<file path="src/hw/dart_defs.svh">
`ifndef DART_DEFS_SVH
`define DART_DEFS_SVH

// Host link
`define DART_WORD_W      16
`define DART_BIT_CYCLES  8     // Stands in for the baud divisor

// Simulator core
`define DART_NODES       4
`define DART_TIME_W      12    // Width of the RUN tick count

// Link buffering
`define DART_FIFO_DEPTH  4

`endif

</file>
<file path="src/hw/dart_host_pkg.sv">
`include "dart_defs.svh"

package dart_host_pkg;

    typedef enum logic [3:0] {
        OP_CONFIG = 4'h1,  // Rate words follow, node 0 first
        OP_RUN    = 4'h2,  // Arg holds the tick count
        OP_STATS  = 4'h3,  // Reply with one count per node
        OP_CLEAR  = 4'h4,
        OP_DONE   = 4'h5   // Sent back when a run ends
    } opcode_e;

    typedef struct packed {
        opcode_e                  opcode;
        logic [`DART_WORD_W-5:0]  arg;
    } host_word_t;

    // Sticky link faults, shown on the LEDs
    typedef struct packed {
        logic rx_error;
        logic tx_error;
        logic control_error;
    } link_status_t;

endpackage

</file>
<file path="src/hw/dart_sim_pkg.sv">
package dart_sim_pkg;

    typedef logic [15:0] rate_t;   // Injection threshold
    typedef logic [15:0] count_t;  // Saturating injection count

    // Control strobes into the simulator core
    typedef struct packed {
        logic   enable;        // Run in progress
        logic   clear;         // Zero all counters
        logic   config_valid;  // Shift config_word into the rate chain
        rate_t  config_word;
        logic   stats_shift;   // Rotate the next count to stats_word
        logic   measure;       // Counters follow injections
    } sim_ctrl_t;

endpackage

</file>
<file path="src/hw/word_port.sv">
`include "dart_defs.svh"

module word_port (
    input  logic                     clock_50,
    input  logic                     arst_n,
    input  logic                     rs232_rx,
    output logic                     rs232_tx,
    output dart_host_pkg::host_word_t rx_word,
    output logic                     rx_valid,
    input  logic                     rx_ready,
    input  dart_host_pkg::host_word_t tx_word,
    input  logic                     tx_valid,
    output logic                     tx_ready,
    output logic                     rx_error,
    output logic                     tx_error
);

    localparam int CNT_W = $clog2(`DART_BIT_CYCLES);

    logic [1:0]       rx_sync;
    logic             rx_line;
    logic             rx_prev;
    logic             rx_busy;
    logic [CNT_W-1:0] rx_cnt;
    logic [3:0]       rx_bit;
    logic [7:0]       rx_shift;
    logic [7:0]       rx_high;
    logic             rx_second;  // High byte already captured
    logic             rx_sample;
    logic             rx_done;
    logic             rx_drop;

    logic             tx_busy;
    logic [CNT_W-1:0] tx_cnt;
    logic [4:0]       tx_bit;
    logic [18:0]      tx_frame;
    logic             tx_pend;
    logic             tx_abort;
    logic             tx_load;

    assign rx_line   = rx_sync[1];
    assign rx_sample = rx_busy && (rx_cnt == '0);
    assign rx_done   = rx_sample && (rx_bit == 4'd9) && rx_line && rx_second;
    assign rx_drop   = rx_done && rx_valid && !rx_ready;  // Receive FIFO full

    always_ff @(posedge clock_50 or negedge arst_n)
    begin
        if (!arst_n)
        begin
            rx_sync   <= 2'b11;
            rx_prev   <= 1'b1;
            rx_busy   <= 1'b0;
            rx_cnt    <= '0;
            rx_bit    <= '0;
            rx_second <= 1'b0;
            rx_valid  <= 1'b0;
            rx_error  <= 1'b0;
        end
        else
        begin
            rx_sync <= {rx_sync[0], rs232_rx};
            rx_prev <= rx_line;
            if (rx_valid && rx_ready)
                rx_valid <= 1'b0;
            if (!rx_busy)
            begin
                if (rx_prev && !rx_line)  // Falling edge of a start bit
                begin
                    rx_busy <= 1'b1;
                    rx_cnt  <= CNT_W'(`DART_BIT_CYCLES / 2 - 1);
                    rx_bit  <= '0;
                end
            end
            else if (rx_sample)
            begin
                rx_cnt <= CNT_W'(`DART_BIT_CYCLES - 1);
                rx_bit <= rx_bit + 4'd1;
                if (rx_bit == 4'd0 && rx_line)
                    rx_busy <= 1'b0;      // Glitch, not a start bit
                else if (rx_bit == 4'd9)
                begin
                    rx_busy <= 1'b0;
                    if (!rx_line)
                    begin
                        rx_error  <= 1'b1;  // Framing error, restart pairing
                        rx_second <= 1'b0;
                    end
                    else
                        rx_second <= !rx_second;
                end
            end
            else
                rx_cnt <= rx_cnt - 1'b1;
            if (rx_done && !rx_drop)
                rx_valid <= 1'b1;
            if (rx_drop)
                rx_error <= 1'b1;
        end
    end

    always_ff @(posedge clock_50)
    begin
        if (rx_sample && rx_bit >= 4'd1 && rx_bit <= 4'd8)
            rx_shift <= {rx_line, rx_shift[7:1]};  // LSB first
        if (rx_sample && rx_bit == 4'd9 && !rx_second)
            rx_high <= rx_shift;
        if (rx_done && !rx_drop)
            rx_word <= dart_host_pkg::host_word_t'({rx_high, rx_shift});
    end

    assign tx_ready = !tx_busy;
    assign tx_load  = tx_valid && tx_ready;

    always_ff @(posedge clock_50 or negedge arst_n)
    begin
        if (!arst_n)
        begin
            tx_busy  <= 1'b0;
            tx_cnt   <= '0;
            tx_bit   <= '0;
            rs232_tx <= 1'b1;
            tx_pend  <= 1'b0;
            tx_abort <= 1'b0;
            tx_error <= 1'b0;
        end
        else
        begin
            tx_pend <= tx_valid && !tx_ready;
            if (tx_pend && !tx_valid)
                tx_abort <= 1'b1;  // Offer withdrawn before it was taken
            if (tx_valid && tx_busy && tx_bit == 5'd19 && tx_abort)
                tx_error <= 1'b1;
            if (tx_load)
            begin
                tx_busy  <= 1'b1;
                tx_cnt   <= CNT_W'(`DART_BIT_CYCLES - 1);
                tx_bit   <= '0;
                rs232_tx <= 1'b0;  // Start bit of the high byte
            end
            else if (tx_busy)
            begin
                if (tx_cnt == '0)
                begin
                    tx_cnt <= CNT_W'(`DART_BIT_CYCLES - 1);
                    if (tx_bit == 5'd19)
                    begin
                        tx_busy  <= 1'b0;
                        tx_abort <= 1'b0;
                        rs232_tx <= 1'b1;
                    end
                    else
                    begin
                        tx_bit   <= tx_bit + 5'd1;
                        rs232_tx <= tx_frame[0];
                    end
                end
                else
                    tx_cnt <= tx_cnt - 1'b1;
            end
        end
    end

    // Bits after the first start bit, sent from bit 0 upward
    always_ff @(posedge clock_50)
    begin
        if (tx_load)
            tx_frame <= {1'b1, tx_word[7:0], 1'b0, 1'b1, tx_word[15:8]};
        else if (tx_busy && tx_cnt == '0)
            tx_frame <= {1'b1, tx_frame[18:1]};
    end

    a_tx_hold: assert property (@(posedge clock_50) disable iff (!arst_n)
        (tx_valid && !tx_ready) |=> (!tx_valid || $stable(tx_word)));

endmodule

</file>
<file path="src/hw/word_fifo.sv">
`include "dart_defs.svh"

module word_fifo #(
    parameter type payload_t = logic [`DART_WORD_W-1:0],
    parameter int  DEPTH     = 4
) (
    input  logic     clock_50,
    input  logic     arst_n,
    input  payload_t in_data,
    input  logic     in_valid,
    output logic     in_ready,
    output payload_t out_data,
    output logic     out_valid,
    input  logic     out_ready
);

    localparam int PTR_W = $clog2(DEPTH);
    localparam int CNT_W = $clog2(DEPTH + 1);

    payload_t         mem [DEPTH];
    logic [PTR_W-1:0] wr_ptr;
    logic [PTR_W-1:0] rd_ptr;
    logic [CNT_W-1:0] count;
    logic             push;
    logic             pop;

    assign in_ready  = count != CNT_W'(DEPTH);
    assign out_valid = count != '0;
    assign out_data  = mem[rd_ptr];
    assign push      = in_valid && in_ready;
    assign pop       = out_valid && out_ready;

    always_ff @(posedge clock_50 or negedge arst_n)
    begin
        if (!arst_n)
        begin
            wr_ptr <= '0;
            rd_ptr <= '0;
            count  <= '0;
        end
        else
        begin
            if (push)
                wr_ptr <= (wr_ptr == PTR_W'(DEPTH - 1)) ? '0 : wr_ptr + 1'b1;
            if (pop)
                rd_ptr <= (rd_ptr == PTR_W'(DEPTH - 1)) ? '0 : rd_ptr + 1'b1;
            if (push && !pop)
                count <= count + 1'b1;
            else if (pop && !push)
                count <= count - 1'b1;
        end
    end

    always_ff @(posedge clock_50)
    begin
        if (push)
            mem[wr_ptr] <= in_data;
    end

    a_no_overflow: assert property (@(posedge clock_50) disable iff (!arst_n)
        count <= CNT_W'(DEPTH));
    // Entries between the pointers match the count, so reads never pass writes
    a_no_underflow: assert property (@(posedge clock_50) disable iff (!arst_n)
        ((int'(rd_ptr) + int'(count)) % DEPTH) == int'(wr_ptr));

endmodule

</file>
<file path="src/hw/dart_control.sv">
`include "dart_defs.svh"

module dart_control (
    input  logic                      clock_50,
    input  logic                      arst_n,
    input  dart_host_pkg::host_word_t cmd,
    input  logic                      cmd_valid,
    output logic                      cmd_ready,
    output dart_host_pkg::host_word_t reply,
    output logic                      reply_valid,
    input  logic                      reply_ready,
    output dart_sim_pkg::sim_ctrl_t   sim_ctrl,
    input  dart_sim_pkg::count_t      stats_word,
    output logic                      start,
    output logic [`DART_TIME_W-1:0]   run_ticks,
    input  logic                      done,
    output logic                      control_error
);

    localparam int IDX_W = $clog2(`DART_NODES);

    typedef enum logic [2:0] {
        IDLE,
        LOAD,
        RUNNING,
        REPLY_DONE,
        STREAM,
        CLEAR
    } state_e;

    state_e           state;
    logic [IDX_W-1:0] idx;  // Node index in LOAD and STREAM
    logic             last_idx;

    assign cmd_ready   = (state == IDLE) || (state == LOAD);
    assign reply_valid = (state == REPLY_DONE) || (state == STREAM);
    assign last_idx    = idx == IDX_W'(`DART_NODES - 1);

    always_comb
    begin
        reply = dart_host_pkg::host_word_t'(stats_word);
        if (state == REPLY_DONE)
        begin
            reply.opcode = dart_host_pkg::OP_DONE;
            reply.arg    = run_ticks;  // Echo the tick count
        end
    end

    always_comb
    begin
        sim_ctrl.enable       = state == RUNNING;
        sim_ctrl.measure      = state == RUNNING;
        sim_ctrl.clear        = state == CLEAR;
        sim_ctrl.config_valid = (state == LOAD) && cmd_valid;
        sim_ctrl.config_word  = dart_sim_pkg::rate_t'(cmd);
        sim_ctrl.stats_shift  = (state == STREAM) && reply_ready;
    end

    always_ff @(posedge clock_50 or negedge arst_n)
    begin
        if (!arst_n)
        begin
            state         <= IDLE;
            idx           <= '0;
            start         <= 1'b0;
            run_ticks     <= '0;
            control_error <= 1'b0;
        end
        else
        begin
            start <= 1'b0;
            case (state)
                IDLE:
                    if (cmd_valid)
                    begin
                        idx <= '0;
                        case (cmd.opcode)
                            dart_host_pkg::OP_CONFIG: state <= LOAD;
                            dart_host_pkg::OP_STATS:  state <= STREAM;
                            dart_host_pkg::OP_CLEAR:  state <= CLEAR;
                            dart_host_pkg::OP_RUN:
                            begin
                                state     <= RUNNING;
                                start     <= 1'b1;
                                run_ticks <= cmd.arg;
                            end
                            default: control_error <= 1'b1;  // Word is dropped
                        endcase
                    end
                LOAD:
                    if (cmd_valid)
                    begin
                        idx <= idx + 1'b1;
                        if (last_idx)
                            state <= IDLE;
                    end
                RUNNING:
                    if (done)
                        state <= REPLY_DONE;
                REPLY_DONE:
                    if (reply_ready)
                        state <= IDLE;
                STREAM:
                    if (reply_ready)
                    begin
                        idx <= idx + 1'b1;
                        if (last_idx)
                            state <= IDLE;
                    end
                CLEAR:   state <= IDLE;
                default: state <= IDLE;
            endcase
        end
    end

    a_start_pulse: assert property (@(posedge clock_50) disable iff (!arst_n)
        start |=> !start);

endmodule

</file>
<file path="src/hw/sim_timer.sv">
`include "dart_defs.svh"

module sim_timer (
    input  logic                    clock_50,
    input  logic                    arst_n,
    input  logic                    start,
    input  logic [`DART_TIME_W-1:0] run_ticks,
    output logic                    tick,
    output logic                    done
);

    logic [`DART_TIME_W-1:0] remaining;  // Ticks still to issue

    assign tick = remaining != '0;

    always_ff @(posedge clock_50 or negedge arst_n)
    begin
        if (!arst_n)
        begin
            remaining <= '0;
            done      <= 1'b0;
        end
        else
        begin
            done <= 1'b0;
            if (start)
            begin
                remaining <= run_ticks;
                done      <= run_ticks == '0;  // Empty run ends at once
            end
            else if (tick)
            begin
                remaining <= remaining - 1'b1;
                done      <= remaining == `DART_TIME_W'(1);
            end
        end
    end

endmodule

</file>
<file path="src/hw/sim_core.sv">
`include "dart_defs.svh"

module sim_core (
    input  logic                    clock_50,
    input  logic                    arst_n,
    input  dart_sim_pkg::sim_ctrl_t sim_ctrl,
    input  logic                    tick,
    output dart_sim_pkg::count_t    stats_word
);

    localparam int N = `DART_NODES;

    dart_sim_pkg::rate_t  rate  [N];
    dart_sim_pkg::count_t count [N];
    logic [15:0]          lfsr  [N];
    logic [N-1:0]         inject;
    logic                 step;

    assign step       = tick && sim_ctrl.enable;
    assign stats_word = count[0];

    // A rate of all ones must inject even on the largest sample
    always_comb
    begin
        for (int i = 0; i < N; i++)
            inject[i] = (lfsr[i] < rate[i]) || (&rate[i]);
    end

    always_ff @(posedge clock_50 or negedge arst_n)
    begin
        if (!arst_n)
        begin
            for (int i = 0; i < N; i++)
            begin
                rate[i] <= '0;
                lfsr[i] <= 16'hACE1 ^ 16'(i * 16'h1357);  // Distinct nonzero seeds
            end
        end
        else
        begin
            if (sim_ctrl.config_valid)
            begin
                for (int i = 0; i < N - 1; i++)
                    rate[i] <= rate[i + 1];
                rate[N - 1] <= sim_ctrl.config_word;  // Node 0 lands last in rate[0]
            end
            if (step)
            begin
                for (int i = 0; i < N; i++)
                    lfsr[i] <= {1'b0, lfsr[i][15:1]} ^ (lfsr[i][0] ? 16'hB400 : 16'h0000);
            end
        end
    end

    always_ff @(posedge clock_50 or negedge arst_n)
    begin
        if (!arst_n)
        begin
            for (int i = 0; i < N; i++)
                count[i] <= '0;
        end
        else if (sim_ctrl.clear)
        begin
            for (int i = 0; i < N; i++)
                count[i] <= '0;
        end
        else if (sim_ctrl.stats_shift)
        begin
            for (int i = 0; i < N - 1; i++)
                count[i] <= count[i + 1];
            count[N - 1] <= count[0];  // Rotate so a full readout restores order
        end
        else if (step && sim_ctrl.measure)
        begin
            for (int i = 0; i < N; i++)
                if (inject[i] && !(&count[i]))
                    count[i] <= count[i] + 1'b1;
        end
    end

endmodule

</file>
<file path="src/hw/dart.sv">
`include "dart_defs.svh"

module dart (
    input  logic       clock_50,
    input  logic       arst_n,
    input  logic [3:0] sw,
    input  logic       rs232_rx,
    output logic       rs232_tx,
    output logic [3:0] led
);

    dart_host_pkg::host_word_t   rx_word;
    dart_host_pkg::host_word_t   cmd;
    dart_host_pkg::host_word_t   reply;
    dart_host_pkg::host_word_t   tx_word;
    dart_host_pkg::link_status_t status;
    dart_sim_pkg::sim_ctrl_t     sim_ctrl;
    dart_sim_pkg::count_t        stats_word;

    logic                    rx_valid;
    logic                    rx_ready;
    logic                    cmd_valid;
    logic                    cmd_ready;
    logic                    reply_valid;
    logic                    reply_ready;
    logic                    tx_valid;
    logic                    tx_ready;
    logic                    rx_error;
    logic                    tx_error;
    logic                    control_error;
    logic                    start;
    logic [`DART_TIME_W-1:0] run_ticks;
    logic                    tick;
    logic                    done;

    assign status = '{rx_error: rx_error, tx_error: tx_error, control_error: control_error};

    // Debug view, LEDs active high
    always_comb
    begin
        case (sw)
            4'd0:    led = {1'b0, status};
            4'd1:    led = {sim_ctrl.measure, sim_ctrl.enable, tick, done};
            4'd2:    led = {2'b00, rs232_rx, rs232_tx};
            default: led = 4'b0000;
        endcase
    end

    word_port i_word_port (
        .clock_50 (clock_50),
        .arst_n   (arst_n),
        .rs232_rx (rs232_rx),
        .rs232_tx (rs232_tx),
        .rx_word  (rx_word),
        .rx_valid (rx_valid),
        .rx_ready (rx_ready),
        .tx_word  (tx_word),
        .tx_valid (tx_valid),
        .tx_ready (tx_ready),
        .rx_error (rx_error),
        .tx_error (tx_error)
    );

    word_fifo #(.payload_t(dart_host_pkg::host_word_t), .DEPTH(`DART_FIFO_DEPTH)) i_rx_fifo (
        .clock_50  (clock_50),
        .arst_n    (arst_n),
        .in_data   (rx_word),
        .in_valid  (rx_valid),
        .in_ready  (rx_ready),
        .out_data  (cmd),
        .out_valid (cmd_valid),
        .out_ready (cmd_ready)
    );

    word_fifo #(.payload_t(dart_host_pkg::host_word_t), .DEPTH(`DART_FIFO_DEPTH)) i_tx_fifo (
        .clock_50  (clock_50),
        .arst_n    (arst_n),
        .in_data   (reply),
        .in_valid  (reply_valid),
        .in_ready  (reply_ready),
        .out_data  (tx_word),
        .out_valid (tx_valid),
        .out_ready (tx_ready)
    );

    dart_control i_dart_control (
        .clock_50      (clock_50),
        .arst_n        (arst_n),
        .cmd           (cmd),
        .cmd_valid     (cmd_valid),
        .cmd_ready     (cmd_ready),
        .reply         (reply),
        .reply_valid   (reply_valid),
        .reply_ready   (reply_ready),
        .sim_ctrl      (sim_ctrl),
        .stats_word    (stats_word),
        .start         (start),
        .run_ticks     (run_ticks),
        .done          (done),
        .control_error (control_error)
    );

    sim_timer i_sim_timer (
        .clock_50  (clock_50),
        .arst_n    (arst_n),
        .start     (start),
        .run_ticks (run_ticks),
        .tick      (tick),
        .done      (done)
    );

    sim_core i_sim_core (
        .clock_50   (clock_50),
        .arst_n     (arst_n),
        .sim_ctrl   (sim_ctrl),
        .tick       (tick),
        .stats_word (stats_word)
    );

endmodule

</file>
<file path="config.mk">
export PLATFORM = sky130hd
export DESIGN_NAME = dart
export DESIGN_NICKNAME = d
export VERILOG_FILES = /design/src/hw/dart_host_pkg.sv /design/src/hw/dart_sim_pkg.sv /design/src/hw/word_port.sv /design/src/hw/word_fifo.sv /design/src/hw/dart_control.sv /design/src/hw/sim_timer.sv /design/src/hw/sim_core.sv /design/src/hw/dart.sv
export VERILOG_INCLUDE_DIRS = /design/src /design/src/hw
export SDC_FILE = /design/constraint.sdc
export NUM_CORES = 1
export LEC_CHECK = 0
export BUFFER_PORTS_ARGS = -buffer_cell sky130_fd_sc_hd__buf_2
export CAP_MARGIN = 20
export CORE_MARGIN = 3
export CORE_UTILIZATION = 57
export CTS_CLUSTER_SIZE = 25
export DETAILED_ROUTE_END_ITERATION = 10
export PLACE_DENSITY = 0.73
export SYNTH_ARGS = -nofsm -noshare
export SYNTH_HDL_FRONTEND = slang
export SYNTH_SLANG_ARGS = --single-unit
</file>
<file path="constraint.sdc">
create_clock -name clock_50 -period 2.7 [get_ports clock_50]
set_input_delay 0.54 -clock clock_50 [delete_from_list [all_inputs] [get_ports clock_50]]
set_output_delay 0.54 -clock clock_50 [all_outputs]
set_load 0.03 [all_outputs]
</file>
# After elaboration in Yosys (flattened, before gate mapping)
# Memories as Yosys holds them, arrays and structs flattened.
# Cells that the tools add are included.
[op_classes] mux=86 n_bitwise=6 n_eq_ne=31 addsub=18 magnitude_cmp=6 reduce_logical=101
[op_table] cell="$mux 64" n=3
[op_table] cell="$mux 16" n=9
[op_table] cell="$reduce_and 16->1" n=8
[op_table] cell="$add 16x1->16 const B" n=4
[op_table] cell="$lt 16x16->1" n=4
[op_table] cell="$xor 15x16->16" n=4
[op_table] cell="$mux 3" n=16
[op_table] cell="$mux 1" n=36
[op_table] cell="$mux 18" n=2
[op_table] cell="$logic_and 1x1->1" n=33
[op_table] cell="$mux 12" n=2
[op_table] cell="$reduce_bool 3->1" n=8
[op_table] cell="$reduce_bool 2->1" n=11
[op_table] cell="$mux 5" n=4
[op_table] cell="$pmux 3 s5" n=1
[op_table] cell="$logic_not 1->1" n=14
[op_table] cell="$mux 2" n=7
[op_table] cell="$eq 12x1->1 const B" n=1
[op_table] cell="$eq 4x2->1 const B" n=3
[op_table] cell="$logic_not 12->1" n=1
[op_table] cell="$mux 4" n=3
[op_table] cell="$ne 2x1->1 const B" n=6
[op_table] cell="$pmux 3 s4" n=1
[op_table] cell="$pmux 4 s3" n=1
[op_table] cell="31 further kinds" n=66
[word_totals] out_inout_bits=5 n_memories=2 elab_cells=296 ram_bits=128 reg_bits=315
[memory_table] memory="i_rx_fifo.mem" depth=4 word_bits=16 read_ports=1 rd_clocked_by_memory_dff=0 write_ports=1 line_no="word_fifo.sv:20" text="payload_t mem [DEPTH];"
[memory_table] memory="i_tx_fifo.mem" depth=4 word_bits=16 read_ports=1 rd_clocked_by_memory_dff=0 write_ports=1 line_no="word_fifo.sv:20"

# Depth between registers and ports, before layout
# Gate-level depths: netlist of run 1.
[depth] ltp_word=10 ltp_mapped=12 depth_no_buf=9

# Hierarchy
# A second synthesis of run 1 with hierarchy kept.
[hier_totals] hier_cells=1759 area_unflattened_um2=21434.3
[modules_own_cells] mod="sim_core" n_inst=1 cells_per_inst=1097 area_each_um2=10639.0 seq_area_each_um2=4849.7
[modules_own_cells] mod="word_fifo" n_inst=2 cells_per_inst=120 area_each_um2=2751.4 seq_area_each_um2=2097.0
[modules_own_cells] mod="word_port" n_inst=1 cells_per_inst=204 area_each_um2=3070.4 seq_area_each_um2=2162.1
[modules_own_cells] mod="dart_control" n_inst=1 cells_per_inst=123 area_each_um2=1326.3 seq_area_each_um2=475.5
[modules_own_cells] mod="sim_timer" n_inst=1 cells_per_inst=83 area_each_um2=799.5 seq_area_each_um2=325.3
[modules_own_cells] mod="dart" n_inst=1 cells_per_inst=12 area_each_um2=96.3 seq_area_each_um2=0.0

# Worst setup path after synthesis of run 1
# No wires, ideal clock.
[synth_timing] path_type="register to output" start="register i_dart_control.state[2]" end="output led[2]" path_stages_with_launch=5 slack_ns=-0.153 t_arrival_ns=2.313 cell_sequence="dfrtp_1 -> nor2_1 -> and2_1 -> nand2_1 -> a2111oi_0"
[synth_via] elab_chain_len=2
[synth_lines] element="start: declaration" line_no="dart_control.sv:31" text="state_e state;"
[synth_lines] element="start signal: assignment" line_no="dart_control.sv:63" text="state <= IDLE;"
[synth_lines] element="start signal: assignment" line_no="dart_control.sv:78" text="dart_host_pkg::OP_CONFIG: state <= LOAD;"
[synth_lines] element="start signal: assignment" line_no="dart_control.sv:79" text="dart_host_pkg::OP_STATS: state <= STREAM;"
[synth_lines] element="$eq 3x2->1" line_no="dart_control.sv:51" text="sim_ctrl.enable = state == RUNNING;"
[synth_lines] element="$pmux 4 s3" line_no="dart.sv:41" text="case (sw)"
[synth_lines] element="end: declaration" line_no="dart.sv:9" text="output logic [3:0] led"
# No other way between the ends.

# Worst setup path in the final report of run 1
[layout_timing] start="register i_sim_timer.remaining[2]" end="output led[1]"
[layout_via] elab_chain_len=2
[layout_lines] element="start: declaration" line_no="sim_timer.sv:12" text="logic [`DART_TIME_W-1:0] remaining;"
[layout_lines] element="start signal: assignment" line_no="sim_timer.sv:28" text="remaining <= run_ticks;"
[layout_lines] element="start signal: assignment" line_no="sim_timer.sv:33" text="remaining <= remaining - 1'b1;"
[layout_lines] element="$reduce_bool 12->1" line_no="sim_timer.sv:14" text="assign tick = remaining != '0;"
[layout_lines] element="$pmux 4 s3" line_no="dart.sv:41"
# No other way between the ends.

==> flow_summary.ini, run 1 <==
[timing]
setup_violations = 2
finalClockSkew_ns = 0.0134
finalCritPeriodShare = 1.11
tightest_slew_ns = 0.710
fin_crit_ns = 2.99
slew_viol_final = 0
relSlewSlack = 0.527
rsz0062_at_grt = yes
finalWorstSetupSlack_ns = -0.287
hold_viol_final = 0
clock.fmax_mhz = 335

[logic_synthesis]
yosysMostFrequentCell = nand2_1
ys_warn_count = 0
syn_avg_cell_area_um2 = 11.1
syn-instance-count = 1883
synth_ff_type = dfrtp_1
ys_seq_area_frac = 0.575
synthesis.area_um2 = 20900
ys_seq_elements = 443
yosysTopAreaCellShare = 0.270
synth_area_leaders = dfrtp_1, edfxtp_1, nand2_1
ys_types = 77
async_reset_ff_frac = 0.598
yosysTopAreaCell = dfrtp_1
synth_common_cells = nand2_1, dfrtp_1, edfxtp_1
synth_edf_count = 176
syn_nets = 1980

[power_and_ir_drop]
power_frac_seq = 0.446
vdd_drop_max_mv = 0.596
pwr_density_cell_nw_per_um2 = 706
leakage_nw = 9.80
switching_share = 0.279
p_sw_mw = 4.65
internal_power_mw = 12.0
comb_power_share = 0.168
p_clk_frac = 0.386
power_mw = 16.7

[setup_path]
startpoint_type = register
reg2reg_slack_ns = 0.01
crit_path_top_delay_cell = or4_4
crit_start = i_sim_timer.remaining[2]
worstPathArrival_ns = 2.45
path_depth = 7
critPathMaxFanout = 4
crit_path_end_kind = output port
crit_end = led[1]
ff2ff_path_depth = 9
crit_chain = or4_4 -> nor4_4 -> buf_6 -> nor2_2 -> a21oi_2 -> nor3_1 -> buf_4
rr_startpoint = i_sim_core.rate[13]
critPathKind = register to output port
cp_top_family = simple AND/OR/NAND/NOR gates
path_buf_inv = 2
slowest_delay_ns = 0.59
regToRegEndpoint = i_sim_core.count[1]
required_ns = 2.16

[route]
vias = 14604
drt_wl_total_um = 47100
drtIter0Drc = 1126
detail-route-antenna-nets = 0
via_per_inst = 5.99
route.detailed.drc = 0
route.detailed.wl_per_inst_um = 19.3
firstDrtPassIters = 5

[finish]
area_delta_synth_final_pct = 13.0
n_antenna_cell = 0
instances_no_fill = 2439
finalNetCount = 2036
drive_above_1_share = 0.158

[clocking]
insertion_delay_ns = 0.58
root_buffer = clkbuf_16
cts_buffer_depth = 3
cts_sinks = 443
htree_levels = 2
cts_buffers = 47
clk_pin_slew_ns = 0.06
cts_tree = yes

[floorplan]
ios = 12
start_util = 0.583
die_w_um = 197
die_area_um2 = 39000
placeableCoreArea_um2 = 35800
die-height_um = 197
fp-row-count = 69

[global_route]
grt_overflow_total = 0
grt_first_pass_wirelength_um = 76900
grt_pass1_vias = 14708
grt.total_usage = 0.248
antenna_found_initial = 0
grt_max_degree = 77

[placed_design]
place.port_buffers = 11
dp_cells = 2340
dp_hpwl_um = 31200
place.gp.congestion = 0.919

[job]
max_cap_violations = 0

[status]
violations = negative setup slack
status = finished, violations left

[hold_path]
holdCritPathClass = primary input to register
how the worst min path moves through the flow:
stage	startpoint	to	slack, ns	depth (start not counted)
2_1_floorplan	arst_n	i_dart_control.control_error	0.24	0
3_3_place_gp	i_word_port.rx_sync[0]	i_word_port.rx_sync[1]	0.35	0
3_5_place_dp	i_word_port.rx_sync[0]	i_word_port.rx_sync[1]	0.35	0
4_1_cts	rs232_rx	i_word_port.rx_sync[0]	0.04	1
5_1_grt	rs232_rx	i_word_port.rx_sync[0]	0.04	1
6_report	rs232_rx	i_word_port.rx_sync[0]	0.07	1
layout make-up:
class                      count  area, um2
inverter                      86        323
timing repair buffer          94        836
clock inverter                24        235
fill                        2612      12200
multi-input combinational   1267       8290
clock buffer                  64       1330
sequential                   443      12000
tap                          461        577
power groups by stage:
stage	Sequential, mW	Clock, mW	Combinational [mW]
after detailed placement	7.56	0	2.71
after global placement	7.55	0	2.63
after floorplan	7.52	0	1.79
after global routing	7.46	6.83	3.09
final	7.44	6.43	2.80
after CTS	7.44	6.54	2.72
state kept, by name (all words and copies together) (netlist names), 3 cells and up:
register	count
i_sim_core.rate	64
i_tx_fifo.mem	64
i_sim_timer.remaining	12
i_word_port.rx_cnt	3
i_word_port.tx_bit	5
i_dart_control.state	3
i_word_port.rx_shift	8
i_word_port.tx_cnt	3
i_sim_core.stats_word	16
i_sim_core.lfsr	64
i_sim_core.count	48
i_word_port.rx_bit	4
i_dart_control.run_ticks	12
i_rx_fifo.mem	64
i_tx_fifo.count	3
i_word_port.rx_high	8
i_rx_fifo.count	3
i_word_port.tx_frame	18
i_word_port.rx_word	16
per-layer routing:
layer | vias up | share of wire | wire [um] | track usage
li1 | 6882 | - | - | -
met1 | 7232 | 0.44 | 20600 | 0.345
met2 | 402 | 0.48 | 22500 | 0.402
met3 | 88 | 0.055 | 2610 | 0.0467
met4 | 0 | 0.028 | 1320 | 0.0737
met5 | - | 0 | 0 | 0
cell families (layout without fill, tap and decap cells):
| family | after synthesis | after routing | synth area share |
|---|---|---|---|
| AND/OR/NAND/NOR | 689 | 689 | 0.150 |
| flip-flops | 443 | 443 | 0.575 |
| AO/OA/AOI/OAI | 377 | 377 | 0.115 |
| buffers and inverters | 173 | 268 | 0.0336 |
| adder cells (fa/ha/maj) | 90 | 90 | 0.0546 |
| multiplexers | 79 | 79 | 0.0587 |
| XOR/XNOR | 32 | 32 | 0.0134 |
worst register-to-register path: stages (launching register included):
cell and delay (ns):
dfrtp_1 0.37, inv_1 0.07, ha_1 0.32, a211oi_2 0.24, or2_2 0.16, o21ai_0 0.08
a2111o_1 0.39, a211oi_4 0.37, nand2b_4 0.24, mux2_2 0.34
timing repair:
action	4_1_cts	5_1_grt
setup endpoints to repair	2	89
pin swaps	3	5
endpoints found under the hold margin	37	0
resized for setup	6	23
hold buffers	1	0
gates cloned	0	2
buffers inserted	4	5
per-stage QoR:
stage | TNS (ns) | util | hold WS, ns | area [um2] | setup WS (ns)
2_1_floorplan | 0 | - | 0.244 | 20900 | 0.0981
3_3_place_gp | 0 | 0.609 | 0.351 | 21800 | 0.119
3_5_place_dp | 0 | 0.609 | 0.347 | 21800 | 0.0437
4_1_cts | -0.323 | 0.654 | 0.0389 | 23400 | -0.250
5_1_grt | -1.52 | 0.659 | 0.0448 | 23600 | -0.348
6_report | -0.475 | 0.659 | 0.0722 | 23600 | -0.287
placed cells by master (no fill, tap or decap), drive strengths merged, types with 40 or more instances in the layout:
cell / n
o21ai: 135
a21oi: 93
buf: 92
inv: 87
dfrtp: 225
nor2: 94
dfstp: 40
ha: 88
nor3: 46
nand2: 372
clkbuf: 65
edfxtp: 176
Note: power is estimated with default switching activity, not from simulation.
==> run 2, diff against run 1 <==
CORE_UTILIZATION = 60   (was 57)
clock period = 3.2 ns   (was 2.7 ns; I/O delays follow)
==> run 2 against run 1 <==
Compared with the run above: the run now ends clean; via count fell by 0.71%; total power fell by 16%; worst setup slack improved by 0.40 ns; sequential power fell by 15%; sequential share of layout area rose by 0.75 points; worst hold slack improved by 0.12 ns; first-iteration DRC count fell by 4.0%; register-to-register slack improved by 0.22 ns; combinational power fell by 24%; routed wire length fell by 3.3%.
==> flow_summary.ini, run 2 (same netlist as run 1, synthesis figures left out) <==
[status]
status = finished, final reports clean

[placed_design]
place.gp.congestion = 0.917
dp_hpwl_um = 30200
place_area_um2 = 21500
place.port_buffers = 11

[finish]
finalNetCount = 2008
area_delta_synth_final_pct = 11.3
n_antenna_cell = 0
multi_input_area_um2 = 8210
drive_above_1_share = 0.141
fin_area_um2 = 23200
layout_commonest_cell = nand2_1
ff_latch_area_um2 = 12000
final_cell_mix = nand2_1, dfrtp_1, edfxtp_1, o21ai_0, a21oi_1
fill_cells = 2435

[setup_path]
crit_start = i_sim_timer.remaining[2]
critPathMaxFanout = 6
startpoint_type = register
crit_path_end_kind = output port
rr_startpoint = i_sim_timer.remaining[0]
worstPathArrival_ns = 2.45
critPathKind = register to output port
required_ns = 2.56

[timing]
tightest_slew_ns = 0.890
slew_viol_final = 0
finalClockSkew_ns = 0.0215
setup_violations = 0
fin_crit_ns = 3.09
hold_viol_final = 0
tns_ns = 0
relSlewSlack = 0.407
clock.fmax_mhz = 324
finalCritPeriodShare = 0.965

[clocking]
cts_sinks = 443
root_buffer = clkbuf_16
clk_pin_slew_ns = 0.06
htree_levels = 2
insertion_delay_ns = 0.56
cts_buffers = 45
cts_buffer_depth = 3
cts_tree = yes

[floorplan]
die_w_um = 193
start_util = 0.615
fp-row-count = 67
ios = 12
die-height_um = 193
die_area_um2 = 37100
placeableCoreArea_um2 = 34000

[global_route]
antenna_found_initial = 0
grt_max_degree = 121
grt_first_pass_wirelength_um = 74000
grt.total_usage = 0.250
grt_pass1_vias = 14198
grt_overflow_total = 0

[power_and_ir_drop]
pwr_density_cell_nw_per_um2 = 603
vdd_drop_max_mv = 0.565
leakage_nw = 9.62

[hold_path]
min-delay-start = rs232_rx
holdCritPathClass = primary input to register

[route]
via_per_inst = 6.05
drtIter0Drc = 1081
route.detailed.wl_per_inst_um = 19.0
vias = 14500
detail-route-antenna-nets = 0
firstDrtPassIters = 5
drt_wl_total_um = 45500
route.detailed.drc = 0

[job]
max_cap_violations = 0
## run 2: repair_timing
action                                 4_1_cts  5_1_grt
pin swaps                                    1        2
setup endpoints to repair                    1        1
setup buffers                                1        8
endpoints found under the hold margin       22        0
gates resized for setup                      2        0
hold buffers                                 1        0
## run 2: stage by stage
step	std cells	hold slack (ns)	setup WS, ns	utilization	power, mW
floorplan	1883	0.344	0.179	-	7.85
global placement	2301	0.348	0.251	0.635	8.44
detailed placement	2301	0.351	0.136	0.635	8.51
CTS	2387	0.171	0.00323	0.683	14.1
global route	2396	0.179	-0.00184	0.685	14.6
finish	2396	0.192	0.111	0.685	14.0
## run 2: critical path, stage by stage (launching register included)
cell	delay, ns
dfrtp_1	0.42
or4_4	0.56
nor4_4	0.31
buf_6	0.16
nor2_1	0.06
a21oi_1	0.15
nor3_1	0.06
buf_2	0.17
## run 2: final cells by class
type / count / share of cell area
flip-flops and latches: 443 / 0.516
multi-input cells: 1267 / 0.353
clock buffers: 56 / 0.0524
well taps: 448 / 0.0241
repair buffers: 68 / 0.0230
clock inverters: 28 / 0.0171
inverters: 86 / 0.0139
## run 2: path summary, 6_finish.rpt
path	endpoint	slack (ns)	cells past startpoint
min	i_word_port.rx_sync[0]	0.19	1
max in group asynchronous	i_sim_core.lfsr[38]	1.71	3
min reg2reg	i_word_port.rx_sync[1]	0.36	0
max	led[1]	0.11	7
min in group asynchronous	i_sim_core.count[28]	0.55	2
max reg2reg	i_sim_core.stats_word[6]	0.23	13
## run 2: where the power goes
part / switching, mW / internal (mW)
sequential: 0.147 / 6.15
combinational: 1.46 / 0.675
clock: 2.22 / 3.38
## run 2: metal layers
metal	GRT usage	routed length (um)
met1	0.362	20200
met2	0.393	21600
met5	0	0
met4	0.0835	1330
met3	0.0349	2400
==> run 3, diff against run 2 <==
CORE_UTILIZATION = 35   (was 60)
PLACE_DENSITY = 0.46   (was 0.73)
==> run 3 against run 2 <==
Compared with the run above: critical path depth stayed put; core utilization is 28 points lower; sequential power hardly changed; die area is 69% higher; count of clock-buffer cells in the layout is 14 higher; first-iteration DRC count is 21% lower; register-to-register slack better by 0.07 ns; worst setup slack worse by 0.014 ns; cell count is 14% higher; clock skew is 0.0049 ns lower; flip-flop and latch count stayed put; non-clock buffer count is 20 higher.
==> flow_summary.ini, run 3 (same netlist as run 1, synthesis figures left out) <==
[power_and_ir_drop]
pwr_density_cell_nw_per_um2 = 598
comb_power_share = 0.157
p_clk_frac = 0.402
vdd_drop_max_mv = 0.382
internal_power_mw = 10.2
p_sw_mw = 4.04
power_frac_seq = 0.440
leakage_nw = 9.79
switching_share = 0.283
power_mw = 14.3

[clocking]
cts_tree = yes
root_buffer = clkbuf_16
htree_levels = 2
cts_sinks = 443
insertion_delay_ns = 0.60
cts_buffers = 50
cts_buffer_depth = 3
clk_pin_slew_ns = 0.06

[setup_path]
critPathMaxFanout = 3
crit_path_end_kind = output port
startpoint_type = register
worstPathArrival_ns = 2.46
critPathKind = register to output port
crit_path_top_delay_cell = or4_4
crit_chain = or4_4 -> nor4_4 -> buf_6 -> nor2_1 -> a21oi_2 -> nor3_2 -> buf_4
required_ns = 2.56
reg2reg_slack_ns = 0.30
slowest_delay_ns = 0.58

[hold_path]
holdCritPathClass = primary input to register

[timing]
clock.fmax_mhz = 322
rsz0062_at_grt = no
relSlewSlack = 0.389
finalClockSkew_ns = 0.0165
worst_hold_slack_ns = 0.155
fin_crit_ns = 3.10
setup_violations = 0
hold_viol_final = 0
finalCritPeriodShare = 0.970
tightest_slew_ns = 0.908
tns_ns = 0
slew_viol_final = 0

[finish]
n_antenna_cell = 0
layout_commonest_cell = nand2_1
drive_above_1_share = 0.153
fin_area_um2 = 23900
final_cell_mix = nand2_1, dfrtp_1, edfxtp_1, o21ai_0
area_delta_synth_final_pct = 14.4
finalNetCount = 2033
fill_cells = 5568

[global_route]
antenna_found_initial = 1
grt_overflow_total = 0
grt_pass1_vias = 14480
use_met1 = 0.234
grt.total_usage = 0.164
grt_max_degree = 78
grt_first_pass_wirelength_um = 82300
met3_usage = 0.0278
top_usage_layer = met2
gr-usage-met2 = 0.260

[job]
max_cap_violations = 0

[floorplan]
die_w_um = 250
die_area_um2 = 62600
fp-row-count = 88
die-height_um = 250
placeableCoreArea_um2 = 58400
ios = 12
start_util = 0.358

[placed_design]
place.gp.congestion = 0.811
place_area_um2 = 22200
place.port_buffers = 11
dp_hpwl_um = 34700

[route]
route.detailed.drc = 0
vias = 14229
via_per_inst = 5.19
route.detailed.wl_per_inst_um = 18.7
detail-route-antenna-nets = 0
drt_wl_total_um = 51300
firstDrtPassIters = 5
drtIter0Drc = 849

[status]
status = finished, final reports clean
## run 3: cell count changes in the layout (fill, tap and decap cells not counted), sizes merged
cell / change
clkinv: +1
buf: +21
inv: +2
bufinv: -4
clkinvlp: -3
clkbuf: +13
## run 3: cell type report
cell class              count  area [um2]  area share
clock buffers              70        1390      0.0580
clock inverters            24         267      0.0112
inverters                  86         323      0.0135
multi-input cells        1267        8220       0.344
flip-flops and latches    443       12000       0.503
well taps                 765         957      0.0401
repair buffers             88         737      0.0308
## run 3: metal layers
metal	wire, um	part of all wire	vias to the layer above
li1	-	-	6866
met4	1180	0.023	2
met1	24700	0.48	7065
met3	1950	0.038	71
met5	13	0.00025	-
met2	23400	0.46	225
## run 3: power groups by stage
| stage | combinational, mW | clock [mW] | sequential, mW |
|---|---|---|---|
| floorplan | 1.51 | 0 | 6.34 |
| global placement | 2.25 | 0 | 6.40 |
| detailed placement | 2.29 | 0 | 6.40 |
| CTS | 2.29 | 5.94 | 6.29 |
| global route | 2.52 | 6.18 | 6.31 |
| finish | 2.25 | 5.75 | 6.29 |
## run 3: worst paths after layout
| check | from | end | depth (start not counted) |
|---|---|---|---|
| setup / recovery | i_sim_timer.remaining[2] | led[1] | 7 |
| hold / removal | rs232_rx | i_word_port.rx_sync[0] | 1 |
| setup reg to reg | i_sim_timer.remaining[2] | i_sim_core.count[11] | 10 |
| hold reg to reg | i_word_port.rx_sync[0] | i_word_port.rx_sync[1] | 0 |
| max in group asynchronous | arst_n | i_word_port.rs232_tx | 3 |
| min in group asynchronous | arst_n | i_sim_core.lfsr[62] | 2 |
## run 3: repair_timing
action | in CTS | in global routing
cloned | 0 | 0
hold buffers | 1 | 0
buffers inserted | 3 | 3
resized for setup | 3 | 3
pin swaps | 1 | 3
endpoints found under the setup margin | 1 | 1
endpoints found under the hold margin | 34 | 0
## run 3: worst max-delay path, delay by kind of cell, from the launching register on
family,cells,cell delay (ns)
and+or+nand+nor,4,1.00
DFF,1,0.41
buffers and inverters,2,0.32
AOI/OAI and AO/OA,1,0.13
## run 3: metrics by stage
step                       util  setup slack, ns  instances
after detailed placement  0.380            0.319       2642
after global placement    0.380            0.111       2641
after CTS                 0.409           0.0351       2740
final                     0.409           0.0968       2743
after floorplan               -            0.179       1883
after global routing      0.409           0.0189       2743
